<file path="config.mk">
export PLATFORM = sky130hd
export DESIGN_NAME = alu_top
export DESIGN_NICKNAME = d
export VERILOG_FILES = /design/src/hdl/alu_pkg.sv /design/src/hdl/alu_adder.sv /design/src/hdl/alu_core.sv /design/src/hdl/alu_flag_logic.sv /design/src/hdl/alu_shifter.sv /design/src/hdl/alu_top.sv /design/src/hdl/alu_wb_slave.sv
export VERILOG_INCLUDE_DIRS = /design/src /design/src/hdl
export SDC_FILE = /design/constraint.sdc
export NUM_CORES = 1
export LEC_CHECK = 0
export ABC_AREA = 1
export BUFFER_PORTS_ARGS = -buffer_cell sky130_fd_sc_hd__buf_4
export CAP_MARGIN = 20
export CORE_MARGIN = 1
export CORE_UTILIZATION = 35
export CTS_CLUSTER_SIZE = 25
export DETAILED_ROUTE_END_ITERATION = 6
export MAX_ROUTING_LAYER = met4
export PLACE_DENSITY = 0.51
export SLEW_MARGIN = 20
export SYNTH_ARGS = -nofsm -noshare
export SYNTH_HDL_FRONTEND = slang
export SYNTH_SLANG_ARGS = --single-unit
</file>
<file path="constraint.sdc">
create_clock -name clk -period 7.4 [get_ports clk]
set_clock_uncertainty 0.2 [all_clocks]
set_input_delay 0 -clock clk [delete_from_list [all_inputs] [get_ports clk]]
set_output_delay 0 -clock clk [all_outputs]
set_load 0.01 [all_outputs]
</file>
<file path="src/hdl/alu_settings.svh">
`ifndef ALU_SETTINGS_SVH
`define ALU_SETTINGS_SVH

// Bus widths
`define ALU_WB_ADR_W 3		// Eight register slots
`define ALU_WB_DAT_W 8		// One byte per access

// Register map
`define ALU_ADR_OPA    0	// Operand A, read/write
`define ALU_ADR_OPB    1	// Operand B, read/write
`define ALU_ADR_CTRL   2	// Opcode and bit index, write launches
`define ALU_ADR_RESULT 3	// Registered result, read only
`define ALU_ADR_FLAGS  4	// ZNHC in bits 7..4
`define ALU_ADR_COND   5	// Write condition code, read taken bit

`endif

</file>
<file path="src/hdl/alu_pkg.sv">
`include "alu_settings.svh"

package alu_pkg;

	// SM83 ALU operations, first eight in the order of the 8-bit ALU group
	typedef enum logic [4:0] {
		ADD  = 5'd0,	// A + B
		ADC  = 5'd1,	// A + B + C
		SUB  = 5'd2,	// A - B
		SBC  = 5'd3,	// A - B - C
		AND  = 5'd4,
		XOR  = 5'd5,
		OR   = 5'd6,
		CP   = 5'd7,	// Compare, A kept
		INC  = 5'd8,	// C untouched
		DEC  = 5'd9,	// C untouched
		RLC  = 5'd10,	// Rotate left, bit 7 to C
		RRC  = 5'd11,	// Rotate right, bit 0 to C
		RL   = 5'd12,	// Rotate left through C
		RR   = 5'd13,	// Rotate right through C
		SLA  = 5'd14,	// Shift left, zero in
		SRA  = 5'd15,	// Shift right, sign kept
		SRL  = 5'd16,	// Shift right, zero in
		SWAP = 5'd17,	// Nibble exchange
		DAA  = 5'd18,	// BCD correction of A
		CPL  = 5'd19,	// Complement A
		SCF  = 5'd20,	// Set carry
		CCF  = 5'd21,	// Invert carry
		BIT  = 5'd22,	// Test A[bit_idx]
		SET  = 5'd23,	// A | mask
		RES  = 5'd24	// A & ~mask
	} alu_op_e;

	// Branch conditions, encoded as in the cc field
	typedef enum logic [1:0] {
		NZ = 2'd0,
		Z  = 2'd1,
		NC = 2'd2,
		C  = 2'd3
	} alu_cond_e;

	typedef struct packed {
		logic z;	// Zero
		logic n;	// Subtract
		logic h;	// Half carry
		logic c;	// Carry
	} alu_flags_t;

	typedef struct packed {
		logic [2:0] bit_idx;	// Bit for BIT/SET/RES
		alu_op_e    op;
	} alu_ctrl_t;

	// Wishbone classic, master to slave
	typedef struct packed {
		logic                     cyc;
		logic                     stb;
		logic                     we;
		logic [`ALU_WB_ADR_W-1:0] adr;
		logic [`ALU_WB_DAT_W-1:0] dat;
	} wb_m2s_t;

	// Wishbone classic, slave to master
	typedef struct packed {
		logic                     ack;
		logic [`ALU_WB_DAT_W-1:0] dat;
	} wb_s2m_t;

endpackage

</file>
<file path="src/hdl/alu_adder.sv">
`timescale 1ns/1ps

module alu_adder (
	input  logic [7:0] a,
	input  logic [7:0] b,		// Already complemented for subtract
	input  logic       carry_in,
	output logic [7:0] sum,
	output logic       half_carry,	// Out of bit 3
	output logic       carry_out	// Out of bit 7
);

	logic [7:0] gen;		// Generate terms
	logic [7:0] prop;		// Propagate terms, also half sums
	logic [3:0] carry_lo;	// Carries out of bits 3..0
	logic [3:0] carry_hi;	// Carries out of bits 7..4
	logic [7:0] carry_vec;	// Carry into each bit

	// Lookahead for one nibble group, all four carries from g, p and ci
	function automatic logic [3:0] cla4(
		input logic [3:0] g,
		input logic [3:0] p,
		input logic       ci
	);
		logic [3:0] c;
		c[0] = g[0] | (p[0] & ci);
		c[1] = g[1] | (p[1] & g[0]) | (p[1] & p[0] & ci);
		c[2] = g[2] | (p[2] & g[1]) | (p[2] & p[1] & g[0]) | (p[2] & p[1] & p[0] & ci);
		c[3] = g[3] | (p[3] & g[2]) | (p[3] & p[2] & g[1]) | (p[3] & p[2] & p[1] & g[0])
			| (p[3] & p[2] & p[1] & p[0] & ci);
		return c;
	endfunction

	assign gen  = a & b;
	assign prop = a ^ b;

	assign carry_lo = cla4(gen[3:0], prop[3:0], carry_in);
	assign carry_hi = cla4(gen[7:4], prop[7:4], carry_lo[3]);	// Ripple between groups

	assign carry_vec = {carry_hi[2:0], carry_lo, carry_in};
	assign sum       = prop ^ carry_vec;

	assign half_carry = carry_lo[3];	// Nibble boundary
	assign carry_out  = carry_hi[3];

endmodule

</file>
<file path="src/hdl/alu_core.sv">
`timescale 1ns/1ps

// Unary ops (INC, DEC, shifts, DAA, CPL, BIT, SET, RES) work on operand A
module alu_core (
	input  logic                clk,
	input  logic                arst_n,
	input  logic [7:0]          op_a,
	input  logic [7:0]          op_b,
	input  alu_pkg::alu_ctrl_t  ctrl,
	input  logic                launch,		// One cycle, loads result and flags
	input  logic                flags_wr,		// Direct flag load from the bus
	input  alu_pkg::alu_flags_t flags_wdata,
	input  alu_pkg::alu_cond_e  cond,
	output logic [7:0]          result,
	output alu_pkg::alu_flags_t flags,
	output logic                cond_taken
);

	logic [7:0]          bit_mask;		// One-hot from bit_idx
	logic [7:0]          a_prep;		// A after SET/RES mask
	logic [7:0]          b_src;		// B, constant 1 or DAA value
	logic                b_cpl;		// Invert adder B
	logic [7:0]          add_b;
	logic                add_cin;
	logic [7:0]          add_sum;
	logic                add_hc;
	logic                add_co;
	logic [7:0]          shift_res;
	logic                shift_co;
	logic [7:0]          logic_res;		// Logic ops and pass-through
	logic [7:0]          result_d;
	alu_pkg::alu_flags_t next_flags;
	logic                flag_we_c;
	logic                flag_we_znh;
	logic [7:0]          daa_adjust;

	assign bit_mask = 8'h01 << ctrl.bit_idx;

	always_comb begin
		case (ctrl.op)
			alu_pkg::SET: a_prep = op_a | bit_mask;
			alu_pkg::RES: a_prep = op_a & ~bit_mask;
			default:      a_prep = op_a;
		endcase
	end

	// Subtract is A + ~B with inverted carry in
	always_comb begin
		b_src   = op_b;
		b_cpl   = 1'b0;
		add_cin = 1'b0;
		case (ctrl.op)
			alu_pkg::ADC: add_cin = flags.c;
			alu_pkg::SUB, alu_pkg::CP: begin
				b_cpl   = 1'b1;
				add_cin = 1'b1;
			end
			alu_pkg::SBC: begin
				b_cpl   = 1'b1;
				add_cin = ~flags.c;
			end
			alu_pkg::INC: b_src = 8'h01;
			alu_pkg::DEC: begin
				b_src   = 8'h01;
				b_cpl   = 1'b1;
				add_cin = 1'b1;
			end
			alu_pkg::DAA: begin			// Direction follows N
				b_src   = daa_adjust;
				b_cpl   = flags.n;
				add_cin = flags.n;
			end
			default: ;
		endcase
	end

	assign add_b = b_cpl ? ~b_src : b_src;

	alu_adder alu_adder_i (
		.a          (op_a),
		.b          (add_b),
		.carry_in   (add_cin),
		.sum        (add_sum),
		.half_carry (add_hc),
		.carry_out  (add_co)
	);

	alu_shifter alu_shifter_i (
		.operand   (op_a),
		.op        (ctrl.op),
		.carry     (flags.c),
		.result    (shift_res),
		.carry_out (shift_co)
	);

	always_comb begin
		case (ctrl.op)
			alu_pkg::AND: logic_res = a_prep & op_b;
			alu_pkg::OR:  logic_res = a_prep | op_b;
			alu_pkg::XOR: logic_res = a_prep ^ op_b;
			alu_pkg::CPL: logic_res = ~a_prep;
			default:      logic_res = a_prep;		// CP, SCF, CCF, BIT, SET, RES
		endcase
	end

	always_comb begin
		case (ctrl.op)
			alu_pkg::ADD, alu_pkg::ADC, alu_pkg::SUB, alu_pkg::SBC,
			alu_pkg::INC, alu_pkg::DEC, alu_pkg::DAA:
				result_d = add_sum;
			alu_pkg::RLC, alu_pkg::RRC, alu_pkg::RL, alu_pkg::RR,
			alu_pkg::SLA, alu_pkg::SRA, alu_pkg::SRL, alu_pkg::SWAP:
				result_d = shift_res;
			default:
				result_d = logic_res;
		endcase
	end

	alu_flag_logic alu_flag_logic_i (
		.op          (ctrl.op),
		.bit_idx     (ctrl.bit_idx),
		.flags       (flags),
		.op_a        (op_a),
		.op_b        (op_b),
		.result      (result_d),
		.half_carry  (add_hc),
		.carry_out   (add_co),
		.shift_carry (shift_co),
		.cond        (cond),
		.next_flags  (next_flags),
		.flag_we_c   (flag_we_c),
		.flag_we_znh (flag_we_znh),
		.daa_adjust  (daa_adjust),
		.daa_carry   (),
		.cond_taken  (cond_taken)
	);

	always_ff @(posedge clk or negedge arst_n) begin
		if (!arst_n) begin
			result <= '0;
		end else if (launch) begin
			result <= result_d;
		end
	end

	// C has its own enable, Z/N/H share one
	always_ff @(posedge clk or negedge arst_n) begin
		if (!arst_n) begin
			flags <= '0;
		end else if (flags_wr) begin
			flags <= flags_wdata;
		end else if (launch) begin
			if (flag_we_c) begin
				flags.c <= next_flags.c;
			end
			if (flag_we_znh) begin
				flags.z <= next_flags.z;
				flags.n <= next_flags.n;
				flags.h <= next_flags.h;
			end
		end
	end

	a_one_writer: assert property (@(posedge clk) disable iff (!arst_n)
		!(launch && flags_wr))
		else $error("Launch and flag write in the same cycle");

endmodule

</file>
<file path="src/hdl/alu_flag_logic.sv">
`timescale 1ns/1ps

module alu_flag_logic (
	input  alu_pkg::alu_op_e    op,
	input  logic [2:0]          bit_idx,
	input  alu_pkg::alu_flags_t flags,			// Registered flags
	input  logic [7:0]          op_a,
	input  logic [7:0]          op_b,
	input  logic [7:0]          result,			// Unregistered result
	input  logic                half_carry,
	input  logic                carry_out,
	input  logic                shift_carry,
	input  alu_pkg::alu_cond_e  cond,
	output alu_pkg::alu_flags_t next_flags,
	output logic                flag_we_c,
	output logic                flag_we_znh,
	output logic [7:0]          daa_adjust,		// Added or subtracted by core
	output logic                daa_carry,
	output logic                cond_taken
);

	logic res_zero;		// Result is zero
	logic cp_zero;		// A equals B, CP keeps A as result
	logic bit_zero;		// Tested bit clear
	logic daa_lo;		// Low nibble needs 06
	logic daa_hi;		// High nibble needs 60

	assign res_zero = (result == 8'h00);
	assign cp_zero  = (op_a == op_b);
	assign bit_zero = ~op_a[bit_idx];

	// DAA correction depends only on A and the flags of the last add or subtract
	assign daa_lo     = flags.h | (~flags.n & (op_a[3:0] > 4'd9));
	assign daa_hi     = flags.c | (~flags.n & (op_a > 8'h99));
	assign daa_adjust = {(daa_hi ? 4'h6 : 4'h0), (daa_lo ? 4'h6 : 4'h0)};
	assign daa_carry  = daa_hi;

	// All flag rules in one place
	always_comb begin
		next_flags  = flags;			// Default keep
		flag_we_c   = 1'b1;
		flag_we_znh = 1'b1;
		case (op)
			alu_pkg::ADD, alu_pkg::ADC:
				next_flags = '{z: res_zero, n: 1'b0, h: half_carry, c: carry_out};
			alu_pkg::SUB, alu_pkg::SBC:
				next_flags = '{z: res_zero, n: 1'b1, h: ~half_carry, c: ~carry_out};	// Borrows
			alu_pkg::CP:
				next_flags = '{z: cp_zero, n: 1'b1, h: ~half_carry, c: ~carry_out};
			alu_pkg::AND:
				next_flags = '{z: res_zero, n: 1'b0, h: 1'b1, c: 1'b0};
			alu_pkg::XOR, alu_pkg::OR:
				next_flags = '{z: res_zero, n: 1'b0, h: 1'b0, c: 1'b0};
			alu_pkg::INC: begin
				next_flags = '{z: res_zero, n: 1'b0, h: half_carry, c: flags.c};
				flag_we_c  = 1'b0;
			end
			alu_pkg::DEC: begin
				next_flags = '{z: res_zero, n: 1'b1, h: ~half_carry, c: flags.c};
				flag_we_c  = 1'b0;
			end
			alu_pkg::RLC, alu_pkg::RRC, alu_pkg::RL, alu_pkg::RR,
			alu_pkg::SLA, alu_pkg::SRA, alu_pkg::SRL, alu_pkg::SWAP:
				next_flags = '{z: res_zero, n: 1'b0, h: 1'b0, c: shift_carry};
			alu_pkg::DAA:
				next_flags = '{z: res_zero, n: flags.n, h: 1'b0, c: daa_carry};	// N kept
			alu_pkg::CPL: begin
				next_flags = '{z: flags.z, n: 1'b1, h: 1'b1, c: flags.c};
				flag_we_c  = 1'b0;
			end
			alu_pkg::SCF:
				next_flags = '{z: flags.z, n: 1'b0, h: 1'b0, c: 1'b1};
			alu_pkg::CCF:
				next_flags = '{z: flags.z, n: 1'b0, h: 1'b0, c: ~flags.c};
			alu_pkg::BIT: begin
				next_flags = '{z: bit_zero, n: 1'b0, h: 1'b1, c: flags.c};
				flag_we_c  = 1'b0;
			end
			default: begin			// SET, RES and unused codes
				flag_we_c   = 1'b0;
				flag_we_znh = 1'b0;
			end
		endcase
	end

	// Jump condition from the stored flags
	always_comb begin
		case (cond)
			alu_pkg::NZ: cond_taken = ~flags.z;
			alu_pkg::Z:  cond_taken = flags.z;
			alu_pkg::NC: cond_taken = ~flags.c;
			default:     cond_taken = flags.c;
		endcase
	end

	// Carry is never written by ops that keep it
	a_c_kept: assert final (!(op inside {alu_pkg::INC, alu_pkg::DEC, alu_pkg::BIT,
		alu_pkg::SET, alu_pkg::RES}) || !flag_we_c)
		else $error("Carry write enable during %s", op.name());

	// Bit set/reset leaves all flags alone
	a_setres_quiet: assert final (!(op inside {alu_pkg::SET, alu_pkg::RES})
		|| !(flag_we_c || flag_we_znh))
		else $error("Flag write enable during %s", op.name());

endmodule

</file>
<file path="src/hdl/alu_shifter.sv">
`timescale 1ns/1ps

module alu_shifter (
	input  logic [7:0]       operand,		// Byte to rotate or shift
	input  alu_pkg::alu_op_e op,
	input  logic             carry,		// Flag C, enters on RL and RR
	output logic [7:0]       result,
	output logic             carry_out		// Bit pushed out
);

	logic left_fill;		// Enters at bit 0
	logic right_fill;		// Enters at bit 7

	// Fill bit for left moves
	always_comb begin
		case (op)
			alu_pkg::RLC: left_fill = operand[7];	// Circular
			alu_pkg::RL:  left_fill = carry;		// Through C
			default:      left_fill = 1'b0;		// SLA
		endcase
	end

	// Fill bit for right moves
	always_comb begin
		case (op)
			alu_pkg::RRC: right_fill = operand[0];
			alu_pkg::RR:  right_fill = carry;
			alu_pkg::SRA: right_fill = operand[7];	// Sign extend
			default:      right_fill = 1'b0;		// SRL
		endcase
	end

	always_comb begin
		case (op)
			alu_pkg::RLC, alu_pkg::RL, alu_pkg::SLA: begin
				result    = {operand[6:0], left_fill};
				carry_out = operand[7];
			end
			alu_pkg::RRC, alu_pkg::RR, alu_pkg::SRA, alu_pkg::SRL: begin
				result    = {right_fill, operand[7:1]};
				carry_out = operand[0];
			end
			alu_pkg::SWAP: begin
				result    = {operand[3:0], operand[7:4]};
				carry_out = 1'b0;			// SWAP always clears C
			end
			default: begin
				result    = operand;		// Not selected by the core
				carry_out = 1'b0;
			end
		endcase
	end

endmodule

</file>
<file path="src/hdl/alu_top.sv">
`timescale 1ns/1ps

module alu_top (
	input  logic             clk,
	input  logic             arst_n,
	input  alu_pkg::wb_m2s_t bus,		// From bus master
	output alu_pkg::wb_s2m_t resp
);

	logic [7:0]          op_a;
	logic [7:0]          op_b;
	alu_pkg::alu_ctrl_t  ctrl;
	logic                launch;
	logic                flags_wr;
	alu_pkg::alu_flags_t flags_wdata;
	alu_pkg::alu_cond_e  cond;
	logic [7:0]          result;		// Registered in the core
	alu_pkg::alu_flags_t flags;
	logic                cond_taken;

	alu_wb_slave alu_wb_slave_i (
		.clk         (clk),
		.arst_n      (arst_n),
		.bus         (bus),
		.result      (result),
		.flags       (flags),
		.cond_taken  (cond_taken),
		.resp        (resp),
		.op_a        (op_a),
		.op_b        (op_b),
		.ctrl        (ctrl),
		.launch      (launch),
		.flags_wr    (flags_wr),
		.flags_wdata (flags_wdata),
		.cond        (cond)
	);

	alu_core alu_core_i (
		.clk         (clk),
		.arst_n      (arst_n),
		.op_a        (op_a),
		.op_b        (op_b),
		.ctrl        (ctrl),
		.launch      (launch),
		.flags_wr    (flags_wr),
		.flags_wdata (flags_wdata),
		.cond        (cond),
		.result      (result),
		.flags       (flags),
		.cond_taken  (cond_taken)
	);

endmodule

</file>
<file path="src/hdl/alu_wb_slave.sv">
`timescale 1ns/1ps
`include "alu_settings.svh"

module alu_wb_slave (
	input  logic                clk,
	input  logic                arst_n,
	input  alu_pkg::wb_m2s_t    bus,
	input  logic [7:0]          result,
	input  alu_pkg::alu_flags_t flags,
	input  logic                cond_taken,
	output alu_pkg::wb_s2m_t    resp,
	output logic [7:0]          op_a,
	output logic [7:0]          op_b,
	output alu_pkg::alu_ctrl_t  ctrl,
	output logic                launch,		// High with ack of a control write
	output logic                flags_wr,
	output alu_pkg::alu_flags_t flags_wdata,
	output alu_pkg::alu_cond_e  cond
);

	logic                     ack;
	logic                     wr_cyc;		// Write in its ack cycle
	alu_pkg::alu_ctrl_t       ctrl_q;		// Last control written
	logic [`ALU_WB_DAT_W-1:0] rd_data;

	// One wait cycle, then ack for exactly one cycle
	always_ff @(posedge clk or negedge arst_n) begin
		if (!arst_n) begin
			ack <= 1'b0;
		end else begin
			ack <= bus.cyc & bus.stb & ~ack;
		end
	end

	assign wr_cyc = ack & bus.we;	// Master holds adr/dat until ack

	assign launch      = wr_cyc & (bus.adr == `ALU_ADR_CTRL);
	assign flags_wr    = wr_cyc & (bus.adr == `ALU_ADR_FLAGS);
	assign flags_wdata = alu_pkg::alu_flags_t'(bus.dat[7:4]);	// Low nibble ignored

	// Core sees the new control during launch, the stored copy otherwise
	assign ctrl = launch ? alu_pkg::alu_ctrl_t'(bus.dat) : ctrl_q;

	// Writes land at the edge that ends ack
	always_ff @(posedge clk or negedge arst_n) begin
		if (!arst_n) begin
			op_a   <= '0;
			op_b   <= '0;
			ctrl_q <= '0;
			cond   <= alu_pkg::NZ;
		end else if (wr_cyc) begin
			case (bus.adr)
				`ALU_ADR_OPA:  op_a   <= bus.dat;
				`ALU_ADR_OPB:  op_b   <= bus.dat;
				`ALU_ADR_CTRL: ctrl_q <= alu_pkg::alu_ctrl_t'(bus.dat);
				`ALU_ADR_COND: cond   <= alu_pkg::alu_cond_e'(bus.dat[1:0]);
				default: ;			// Result and flags owned by the core
			endcase
		end
	end

	// Read mux, sampled by the master in the ack cycle
	always_comb begin
		case (bus.adr)
			`ALU_ADR_OPA:    rd_data = op_a;
			`ALU_ADR_OPB:    rd_data = op_b;
			`ALU_ADR_CTRL:   rd_data = ctrl_q;
			`ALU_ADR_RESULT: rd_data = result;
			`ALU_ADR_FLAGS:  rd_data = {flags, 4'h0};
			`ALU_ADR_COND:   rd_data = {7'h00, cond_taken};
			default:         rd_data = '0;
		endcase
	end

	assign resp = '{ack: ack, dat: rd_data};

	a_ack_pulse: assert property (@(posedge clk) disable iff (!arst_n)
		ack |=> !ack)
		else $error("Ack held for two cycles");

endmodule

</file>
==> metrics.cfg, run 1 <==
[sta]
timing.slew.headroom_pct = 35.59
post-route-period-util_pct = 68.16
final.setup.tns_ps = 0
timing_max_transition_violations_final = 0
highest_clock_frequency_the_design_can_meet_ghz = 0.1983
timing.final.setup_violations = 0
unrepaired_setup_endpoints_after_global_routing = no
finalWorstPathRequiredPeriod_ps = 5043
hold_violations = 1
max_slew.worst_pin.slew_ps = 962.5
final.hold.worst_slack_ps = -4.990

[clock_tree]
tritoncts.num_buffers = 5
clkSlewWorstSetupHoldPaths_ps = 60
clock_latency_ps = 290
cts_tree = built
max-clock-path-buffers = 2
clock_sink_count = 39
cts_htree_levels = 2
clock_tree.root_cell = sky130_fd_sc_hd__clkbuf_16
cts.repair_timing.setup_buffer_count = 0

[floorplanning]
floorplan.rows = 39
top_level_ports = 25
dieHeight_um = 111.8
floorplan.die_area_um2 = 12500
design.core.area_um2 = 11560
die_width_um = 111.8
starting_density_of_the_core_pct = 36.50

[global_route]
grt_max_degree = 40
grt_first_pass_wirelength_um = 25040
globalRoute.totalOverflow = 0
groute.usage.overall_pct = 27.58
grt_antenna_before_repair = 0
grt_pass1_vias = 4259

[synth]
post_synth.cell_area_avg_um2 = 6.722
synth.cell_area_um2 = 4222
synth_edf_count = 0
post-synth-top-area-cell = sky130_fd_sc_hd__dfrtp_1
postSynthCellCount = 628
mappedNetlistNets = 670
ys_types = 46
synth_area_leaders = sky130_fd_sc_hd__dfrtp_1, sky130_fd_sc_hd__nand2_1, sky130_fd_sc_hd__ha_1
yosys_most_used_dff = sky130_fd_sc_hd__dfrtp_1
synth_sequential_area_ratio_pct = 23.12
synth_top_area_share_pct = 23.12
asyncSetResetFlopFracSynth_pct = 100.0
ys_ff_latch = 39
ys.warnings.count = 0

[job]
timing.max_cap.violations = 0

[pwr]
power.net_switching_mw = 0.5662
seq_power_share_pct = 28.0
p_clk_share_pct = 19.4
share_comb_of_total_power_pct = 52.6
max_ir_drop_vdd_mv = 0.1601
switching_share_pct = 48.41
power.internal_mw = 0.6035
fin_total_pwr_mw = 1.170
leakagePower_nw = 2.460
ratio_of_total_power_to_cell_area_nw_per_um2 = 242.7

[final_layout]
layout-area-overhead-vs-synth_pct = 14.17
post_route_cells_drive_above_1_share_pct = 14.61
nets = 705
final_common_cell = sky130_fd_sc_hd__nand2_1
stdcell_area_um2 = 4820
antenna_cells_inserted = 0
fillCellCount = 1260
commonest_non_fill_non_tap_cells_in_the_layout = sky130_fd_sc_hd__nand2_1, sky130_fd_sc_hd__inv_1, sky130_fd_sc_hd__nor2_1, sky130_fd_sc_hd__o21ai_0, sky130_fd_sc_hd__nand3_1

[place]
post_dp_cell_area_um2 = 4523
port_buffers = 24
placer_s_final_routability_congestion_estimate = 0.9550
hpwl_um = 13210

[route]
post-route-drc-count = 0
drt_pre_antenna_iters = 5
wire_per_inst_um = 20.07
drt_iter0_drc = 358
vias_per_instance = 5.507
dr_total_vias = 4444
antenna_left = 0
drt-total-wl_um = 16200

[worst_setup_path]
worst_ep_arrival_time_ps = 5070
required_ps = 7430
crit_slowest_cell = sky130_fd_sc_hd__dlygate4sd3_1
timing.setup.critical_path_class = input port to flip-flop
setup.worst_path.start_class = input port
crit_path_end_kind = flip-flop
timing.critical_path.fanout_max = 14
critPathMostFrequentCell = sky130_fd_sc_hd__nand2_1
worst_path_largest_cell_delay_ps = 530

[worst_hold_path]
min-delay-path-class = input port to flip-flop

[outcome]
violations = hold timing
outcome = complete, but fails checks

[synth_stat cells (2+ instances only)]
master                        n
sky130_fd_sc_hd__nand2_1    168
sky130_fd_sc_hd__inv_1       71
sky130_fd_sc_hd__nor2_1      60
sky130_fd_sc_hd__o21ai_0     48
sky130_fd_sc_hd__nand3_1     44
sky130_fd_sc_hd__dfrtp_1     39
sky130_fd_sc_hd__ha_1        24
sky130_fd_sc_hd__a21oi_1     18
sky130_fd_sc_hd__nand2_2     16
sky130_fd_sc_hd__xor2_1      12
sky130_fd_sc_hd__inv_2       11
sky130_fd_sc_hd__nor3_1      11
sky130_fd_sc_hd__nand2_4      9
sky130_fd_sc_hd__o22ai_1      9
sky130_fd_sc_hd__o211ai_1     7
sky130_fd_sc_hd__a22oi_1      6
sky130_fd_sc_hd__clkbuf_1     6
sky130_fd_sc_hd__nor2_4       6
sky130_fd_sc_hd__o221ai_1     6
sky130_fd_sc_hd__a221oi_1     5
sky130_fd_sc_hd__a31oi_1      5
sky130_fd_sc_hd__nor2_2       4
sky130_fd_sc_hd__xnor2_1      4
sky130_fd_sc_hd__a22oi_2      3
sky130_fd_sc_hd__nand3_2      3
sky130_fd_sc_hd__nand3_4      3
sky130_fd_sc_hd__nor2_8       3
sky130_fd_sc_hd__o21ai_2      3
sky130_fd_sc_hd__and3_1       2
sky130_fd_sc_hd__buf_4        2
sky130_fd_sc_hd__buf_6        2
sky130_fd_sc_hd__fa_1         2
sky130_fd_sc_hd__o2111ai_1    2
sky130_fd_sc_hd__o21ai_1      2
[what timing repair did]
item	CTS	global route
setup endpoints to repair	0	0
hold endpoints to repair	66	0
hold buffers	14	0
gates resized for setup	0	0
[worst paths after layout]
kind                       slack (ps)                endpoint  cells past startpoint               start
min in group asynchronous          20  alu_wb_slave_i.op_a[4]                      2              arst_n
max reg2reg                      2420     alu_core_i.flags[3]                     31  alu_wb_slave_i.ack
min reg2reg                       270      alu_wb_slave_i.ack                      1  alu_wb_slave_i.ack
max in group asynchronous        6620  alu_wb_slave_i.op_b[0]                      2              arst_n
min                                -5  alu_wb_slave_i.cond[0]                      6              bus[9]
max                              2360     alu_core_i.flags[3]                     31             bus[10]
[state kept, by name, indices dropped and copies added, names as in the netlist]
name and flops:
alu_wb_slave_i.ack 1, alu_wb_slave_i.op_b 8, alu_wb_slave_i.ctrl_q 8, alu_core_i.flags 4, alu_wb_slave_i.cond 2, alu_wb_slave_i.op_a 8, alu_core_i.result 8
[worst max-delay path, delay by kind of cell]
kind / cells / cell delay, ps
AND/OR/NAND/NOR: 19 / 2590
AO/OA/AOI/OAI: 4 / 610
adder cells (fa/ha/maj): 2 / 750
XOR/XNOR: 2 / 280
buffers and inverters: 4 / 840
[power by group through the flow]
| stage | Clock, mW | Combinational (mW) | Sequential (mW) |
|---|---|---|---|
| final | 0.227 | 0.615 | 0.328 |
| after global routing | 0.239 | 0.684 | 0.332 |
| after CTS | 0.230 | 0.607 | 0.325 |
| after detailed placement | 0 | 0.597 | 0.329 |
| after global placement | 0 | 0.597 | 0.330 |
| after floorplan | 0 | 0.424 | 0.293 |
[layout make-up]
cell class / count / area (µm²) / area share, %
Sequential cell: 39 / 975.9 / 20.25
Multi-Input combinational cell: 495 / 2867 / 59.48
Timing Repair Buffer: 39 / 327.8 / 6.802
Clock buffer: 8 / 156.4 / 3.245
Tap cell: 143 / 178.9 / 3.712
Inverter: 83 / 314.1 / 6.516
[cell families after synthesis]
kind of cell	after synthesis	synth area share, %
buffers and inverters	94	8.980
AND/OR/NAND/NOR	334	38.86
adder cells (fa/ha/maj)	26	8.062
flip-flops	39	23.12
XOR/XNOR	16	3.319
AO/OA/AOI/OAI	119	17.66
[through the flow]
stage	util, %	setup WS (ps)	std cells
after floorplan	-	3213	628
after global placement	39.11	2603	785
after detailed placement	39.11	2455	785
after CTS	41.67	2400	807
after global routing	41.67	1885	807
final	41.67	2357	807
[per-layer routing]
layer,GRT usage [%],part of all wire [%]
met3,2.831,5.9
met5,-,0
met2,40.83,43
met4,11.17,3.7
met1,38.28,47
(Power assumes the default switching activity.)
==> inputs of run 2 (changes only) <==
==> constraint.sdc (replaced) <==
create_clock -name clk -period 5.25 [get_ports clk]
set_clock_uncertainty 0.2 [all_clocks]
set_input_delay 0 -clock clk [delete_from_list [all_inputs] [get_ports clk]]
set_output_delay 0 -clock clk [all_outputs]
set_load 0.01 [all_outputs]
==> run 2 against run 1 <==
The run ends with DRC left. Total power increased by 43%. Die area unchanged. Setup slack got worse by 1800 ps.
==> metrics.cfg, run 2 (synthesis gave the netlist of run 1 again) <==
[outcome]
violations = DRC
outcome = complete, but fails checks

[worst_setup_path]
required_ps = 5280  ; -2150 ps
setup.worst_path.start_class = flip-flop
crit_path_end_kind = flip-flop
reg2reg_setup_slack_ps = 540  ; -1880 ps
critPathMostFrequentCell = sky130_fd_sc_hd__nand2_1
worst_path_largest_cell_delay_ps = 400  ; -130 ps
worst_r2r_path_depth = 31  ; unchanged
crit_slowest_cell = sky130_fd_sc_hd__fa_1
worst_ep_arrival_time_ps = 4740  ; -330 ps
crit-reg2reg-launch = alu_wb_slave_i.ack
timing.critical_path.fanout_max = 10  ; -4
reg2reg_to = alu_core_i.flags[3]
timing.setup.critical_path_class = flip-flop to flip-flop
startpoint = alu_wb_slave_i.ack

[clock_tree]
clock_tree.root_cell = sky130_fd_sc_hd__clkbuf_16
clkSlewWorstSetupHoldPaths_ps = 60  ; about the same
cts_tree = built
cts_htree_levels = 2  ; unchanged
clock_sink_count = 39  ; unchanged
tritoncts.num_buffers = 5  ; unchanged
clock_latency_ps = 290  ; about the same
max-clock-path-buffers = 2  ; unchanged

[place]
hpwl_um = 12990  ; -1.7%
port_buffers = 24  ; unchanged
placer_s_final_routability_congestion_estimate = 0.9508  ; -0.44%

[final_layout]
commonest_non_fill_non_tap_cells_in_the_layout = sky130_fd_sc_hd__nand2_1, sky130_fd_sc_hd__inv_1, sky130_fd_sc_hd__nor2_1, sky130_fd_sc_hd__o21ai_0, sky130_fd_sc_hd__nand3_1
post_route_cells_drive_above_1_share_pct = 15.87  ; +1.3 points
layout-area-overhead-vs-synth_pct = 15.29
antenna_cells_inserted = 0  ; unchanged
nets = 709  ; +0.57%
fillCellCount = 1229  ; -2.5%
final_common_cell = sky130_fd_sc_hd__nand2_1

[sta]
hold_violations = 0  ; -1
post-route-period-util_pct = 89.75
final.hold.worst_slack_ps = 15.34  ; +20.33 ps
highest_clock_frequency_the_design_can_meet_ghz = 0.2122
max_slew.worst_pin.slew_ps = 893.1  ; -69.38 ps
unrepaired_setup_endpoints_after_global_routing = no
finalWorstPathRequiredPeriod_ps = 4712
timing.final.setup_violations = 0  ; unchanged
final.setup.tns_ps = 0  ; unchanged
timing.slew.headroom_pct = 40.24  ; +4.6 points
timing_max_transition_violations_final = 0  ; unchanged

[route]
antenna_left = 0  ; unchanged
post-route-drc-count = 1  ; +1
vias_per_instance = 5.459  ; -0.87%
met2WireLength_um = 6991  ; about the same
route.layer.met1.wl_um = 7387  ; -3.5%
drt-total-wl_um = 15890  ; -1.9%
dr_wl_met3_um = 949  ; unchanged
wire_per_inst_um = 19.59  ; -2.4%
drt_iter0_drc = 368  ; +2.8%
routed.top_layer = met4
dr_total_vias = 4427  ; -0.38%
drt_pre_antenna_iters = 7  ; +2

[global_route]
grt_first_pass_wirelength_um = 24530  ; -2.0%
globalRoute.totalOverflow = 0  ; unchanged
grt_antenna_before_repair = 0  ; unchanged
groute.usage.overall_pct = 27.15  ; -0.43 points
grt_max_degree = 40  ; unchanged
grt_pass1_vias = 4190  ; -1.6%

[floorplanning]
floorplan.die_area_um2 = 12500  ; unchanged
die_width_um = 111.8  ; unchanged
design.core.area_um2 = 11560  ; unchanged
dieHeight_um = 111.8  ; unchanged
floorplan.rows = 39  ; unchanged
starting_density_of_the_core_pct = 36.50  ; unchanged
top_level_ports = 25  ; unchanged

[pwr]
leakagePower_nw = 2.483  ; +0.97%
ratio_of_total_power_to_cell_area_nw_per_um2 = 343.6  ; +42%
max_ir_drop_vdd_mv = 0.2289  ; +43%

[worst_hold_path]
min-delay-path-class = input port to async pin

[job]
timing.max_cap.violations = 0  ; unchanged

run 2: changes by cell type in the layout (fill, tap and decap cells not counted):
| cell | change |
|---|---|
| sky130_fd_sc_hd__nand2_1 | -3 |
| sky130_fd_sc_hd__bufinv_16 | +1 |
| sky130_fd_sc_hd__dlygate4sd3_1 | -1 |
| sky130_fd_sc_hd__clkinv_2 | +1 |
| sky130_fd_sc_hd__clkbuf_8 | -2 |
| sky130_fd_sc_hd__clkinv_4 | +1 |
| sky130_fd_sc_hd__buf_4 | +5 |
| sky130_fd_sc_hd__nand2_2 | +3 |
| sky130_fd_sc_hd__clkbuf_1 | -1 |
run 2: timing repair:
action,CTS,global route
hold endpoints to repair,67,0
setup endpoints to repair,0,1
buffers inserted,0,5
hold buffers,13,0
resized for setup,0,3
run 2: critical path, delay by kind of cell (launching register included):
kind	cells	cell delay, ps
adders and majority gates	2	740
buffers and inverters	2	220
DFF	1	380
and+or+nand+nor	21	2170
AOI/OAI and AO/OA	4	570
xor gates and xnor gates	2	340
run 2: worst max-delay path by stage:
stage                               end  slack [ps]
floorplan           alu_core_i.flags[3]        1060
global placement    alu_core_i.flags[3]         460
detailed placement  alu_core_i.flags[3]         280
CTS                 alu_core_i.flags[3]         260
global route        alu_core_i.flags[3]          50
finish              alu_core_i.flags[3]         540
run 2: area by class of cell:
class / count / area (µm²) / share of cell area, %
Inverter: 83 / 314.1 / 6.452
Tap cell: 143 / 178.9 / 3.676
Multi-Input combinational cell: 495 / 2874 / 59.05
Clock inverter: 3 / 43.79 / 0.8997
Clock buffer: 5 / 125.1 / 2.571
Sequential cell: 39 / 975.9 / 20.05
Timing Repair Buffer: 43 / 355.3 / 7.301
run 2: report_power, final:
part	total [mW]	switching [mW]	internal (mW)
registers	0.463	0.0987	0.365
clock network	0.354	0.130	0.224
logic	0.855	0.571	0.283
run 2: metal layers:
layer | track usage [%] | vias up
met5 | - | -
met4 | 11.44 | 0
met3 | 2.667 | 28
met2 | 40.66 | 162
met1 | 37.20 | 2080
li1 | - | 2157
run 2: metrics by stage:
step                utilization [%]  area [µm²]  std cells  total power [mW]  setup WS (ps)
floorplan                         -        4222        628             1.011           1063
global placement              39.11        4523        785             1.304          457.3
detailed placement            39.11        4523        785             1.298          280.1
CTS                           41.70        4822        806             1.667          263.1
global route                  42.09        4867        811             1.790          54.19
finish                        42.09        4867        811             1.673          538.0
==> inputs of run 3 (changes only) <==
--- a/config.mk
+++ b/config.mk
@@ -10,11 +10,11 @@
 export BUFFER_PORTS_ARGS = -buffer_cell sky130_fd_sc_hd__buf_4
 export CAP_MARGIN = 20
 export CORE_MARGIN = 1
-export CORE_UTILIZATION = 35
+export CORE_UTILIZATION = 42
 export CTS_CLUSTER_SIZE = 25
 export DETAILED_ROUTE_END_ITERATION = 6
 export MAX_ROUTING_LAYER = met4
-export PLACE_DENSITY = 0.51
+export PLACE_DENSITY = 0.59
 export SLEW_MARGIN = 20
 export SYNTH_ARGS = -nofsm -noshare
 export SYNTH_HDL_FRONTEND = slang
==> run 3 against run 2 <==
The run ends with hold timing left. Fmax down 2.9%. Combinational power increased by 2%. Global-route usage up 5.7 points. Non-clock buffer count unchanged. Clock power is 38% lower. Wire length decreased by 1.4%. First-iteration DRC count shrank 16%. Cell count is 1.2% lower. Critical path depth did not move. Largest power group unchanged. Highest routed layer unchanged.
==> metrics.cfg, run 3 (synthesis gave the netlist of run 1 again) <==
[worst_setup_path]
critical_path.n_buffers_inverters = 2  ; unchanged
required_ps = 5300  ; +20 ps
setup.worst_path.start_class = flip-flop
crit_slowest_cell = sky130_fd_sc_hd__dfrtp_1
crit_path_end_kind = flip-flop
worst_ep_arrival_time_ps = 4900  ; +160 ps
timing.critical_path.fanout_max = 17  ; +7
cp_top_family = simple AND/OR/NAND/NOR gates
worst_path_largest_cell_delay_ps = 400  ; about the same
timing.setup.critical_path_class = flip-flop to flip-flop
critPathMostFrequentCell = sky130_fd_sc_hd__nand2_1

[pwr]
ratio_of_total_power_to_cell_area_nw_per_um2 = 323.3  ; -5.9%
fin_total_pwr_mw = 1.547  ; -7.5%
leakagePower_nw = 2.437  ; -1.9%
max_ir_drop_vdd_mv = 0.2224  ; -2.8%

[place]
hpwl_um = 12480  ; -3.9%
post_dp_cell_area_um2 = 4518  ; -0.11%
port_buffers = 24  ; unchanged
placer_s_final_routability_congestion_estimate = 1.013  ; +6.6%

[sta]
post-route-period-util_pct = 92.44  ; +2.7 points
finalWorstPathRequiredPeriod_ps = 4853  ; +140.9 ps
timing.slew.headroom_pct = 39.43  ; -0.80 points
timing_max_transition_violations_final = 0  ; unchanged
hold_violations = 8  ; +8
final.setup.tns_ps = 0  ; unchanged
final.hold.worst_slack_ps = -9.699  ; -25.04 ps
max_slew.worst_pin.slew_ps = 905.1  ; +12.00 ps
highest_clock_frequency_the_design_can_meet_ghz = 0.2061  ; -2.9%
unrepaired_setup_endpoints_after_global_routing = no
timing.final.setup_violations = 0  ; unchanged

[outcome]
violations = hold timing
outcome = complete, but fails checks

[global_route]
globalRoute.totalOverflow = 0  ; unchanged
groute.usage.overall_pct = 32.82  ; +5.7 points
grt_pass1_vias = 4287  ; +2.3%
grt_max_degree = 40  ; unchanged
grt_antenna_before_repair = 0  ; unchanged
grt_first_pass_wirelength_um = 24080  ; -1.8%

[final_layout]
commonest_non_fill_non_tap_cells_in_the_layout = sky130_fd_sc_hd__nand2_1, sky130_fd_sc_hd__inv_1, sky130_fd_sc_hd__nor2_1, sky130_fd_sc_hd__o21ai_0, sky130_fd_sc_hd__nand3_1
post_route_cells_drive_above_1_share_pct = 14.97  ; -0.90 points
stdcell_area_um2 = 4783  ; -1.7%
final_common_cell = sky130_fd_sc_hd__nand2_1
final_util_pct = 48.94  ; +6.9 points
antenna_cells_inserted = 0  ; unchanged
layout-area-overhead-vs-synth_pct = 13.31
nets = 709  ; unchanged

[clock_tree]
cts_htree_levels = 2  ; unchanged
clock_sink_count = 39  ; unchanged
max-clock-path-buffers = 2  ; unchanged
cts.repair_timing.setup_buffer_count = 0  ; unchanged
clock_latency_ps = 310  ; +20 ps
tritoncts.num_buffers = 5  ; unchanged
clock_tree.root_cell = sky130_fd_sc_hd__clkbuf_8
cts_tree = built
clkSlewWorstSetupHoldPaths_ps = 80  ; +20 ps

[route]
vias_per_instance = 5.613  ; +2.8%
drt_pre_antenna_iters = 6  ; -1
drt_iter0_drc = 308  ; -16%
drt-total-wl_um = 15680  ; -1.4%
antenna_left = 0  ; unchanged
post-route-drc-count = 0  ; -1
dr_total_vias = 4496  ; +1.6%
wire_per_inst_um = 19.57  ; -0.12%

[floorplanning]
die_width_um = 102.3  ; -8.6%
dieHeight_um = 102.3  ; -8.6%
design.core.area_um2 = 9774  ; -15%
top_level_ports = 25  ; unchanged
starting_density_of_the_core_pct = 43.19  ; +6.7 points
floorplan.die_area_um2 = 10460  ; -16%
floorplan.rows = 36  ; -7.7%

[worst_hold_path]
min-delay-path-class = input port to async pin

[job]
timing.max_cap.violations = 0  ; unchanged

run 3: area by class of cell:
cell class	instances	area [µm²]
fill	1035	4991
inverter	83	314.1
clock buffer	5	68.82
tap	133	166.4
timing repair buffer	43	365.4
sequential	39	975.9
clock inverter	3	23.77
multi-input combinational	495	2869
run 3: worst paths after layout:
path                                    start                      to  slack [ps]  cells after the start
max reg2reg                alu_wb_slave_i.ack     alu_core_i.flags[3]         400                     31
max in group asynchronous              arst_n      alu_wb_slave_i.ack        4500                      2
min                                    arst_n  alu_wb_slave_i.op_b[3]         -10                      2
min in group clk                       bus[9]    alu_core_i.result[0]          30                      5
min reg2reg                alu_wb_slave_i.ack      alu_wb_slave_i.ack         290                      1
max                        alu_wb_slave_i.ack     alu_core_i.flags[3]         400                     31
run 3: report_power, final:
group | switching, mW | internal [mW] | total (mW)
combinational | 0.577 | 0.291 | 0.868
clock | 0.124 | 0.0950 | 0.219
sequential | 0.0959 | 0.364 | 0.460
total | 0.797 | 0.750 | 1.55
run 3: repair_timing:
action | 4_1_cts | 5_1_grt
setup endpoints to repair | 0 | 1
hold buffers | 17 | 0
hold endpoints to repair | 70 | 0
gates resized for setup | 0 | 1
run 3: layer usage:
layer / vias to the layer above / GRT usage, % / part of all wire [%]
met2: 193 / 51.32 / 46
met5: - / - / 0
met4: 0 / 12.75 / 3.2
li1: 2147 / - / -
met1: 2128 / 42.24 / 44
met3: 28 / 5.540 / 7.3
run 3: through the flow:
stage | hold WS [ps] | cells | worst slack (ps)
global route | 32.66 | 801 | 18.38
detailed placement | -194.7 | 776 | 344.9
CTS | 3.885 | 801 | 320.9
global placement | -194.9 | 776 | 536.2
floorplan | -495.6 | 628 | 1063
finish | -9.699 | 801 | 397.1
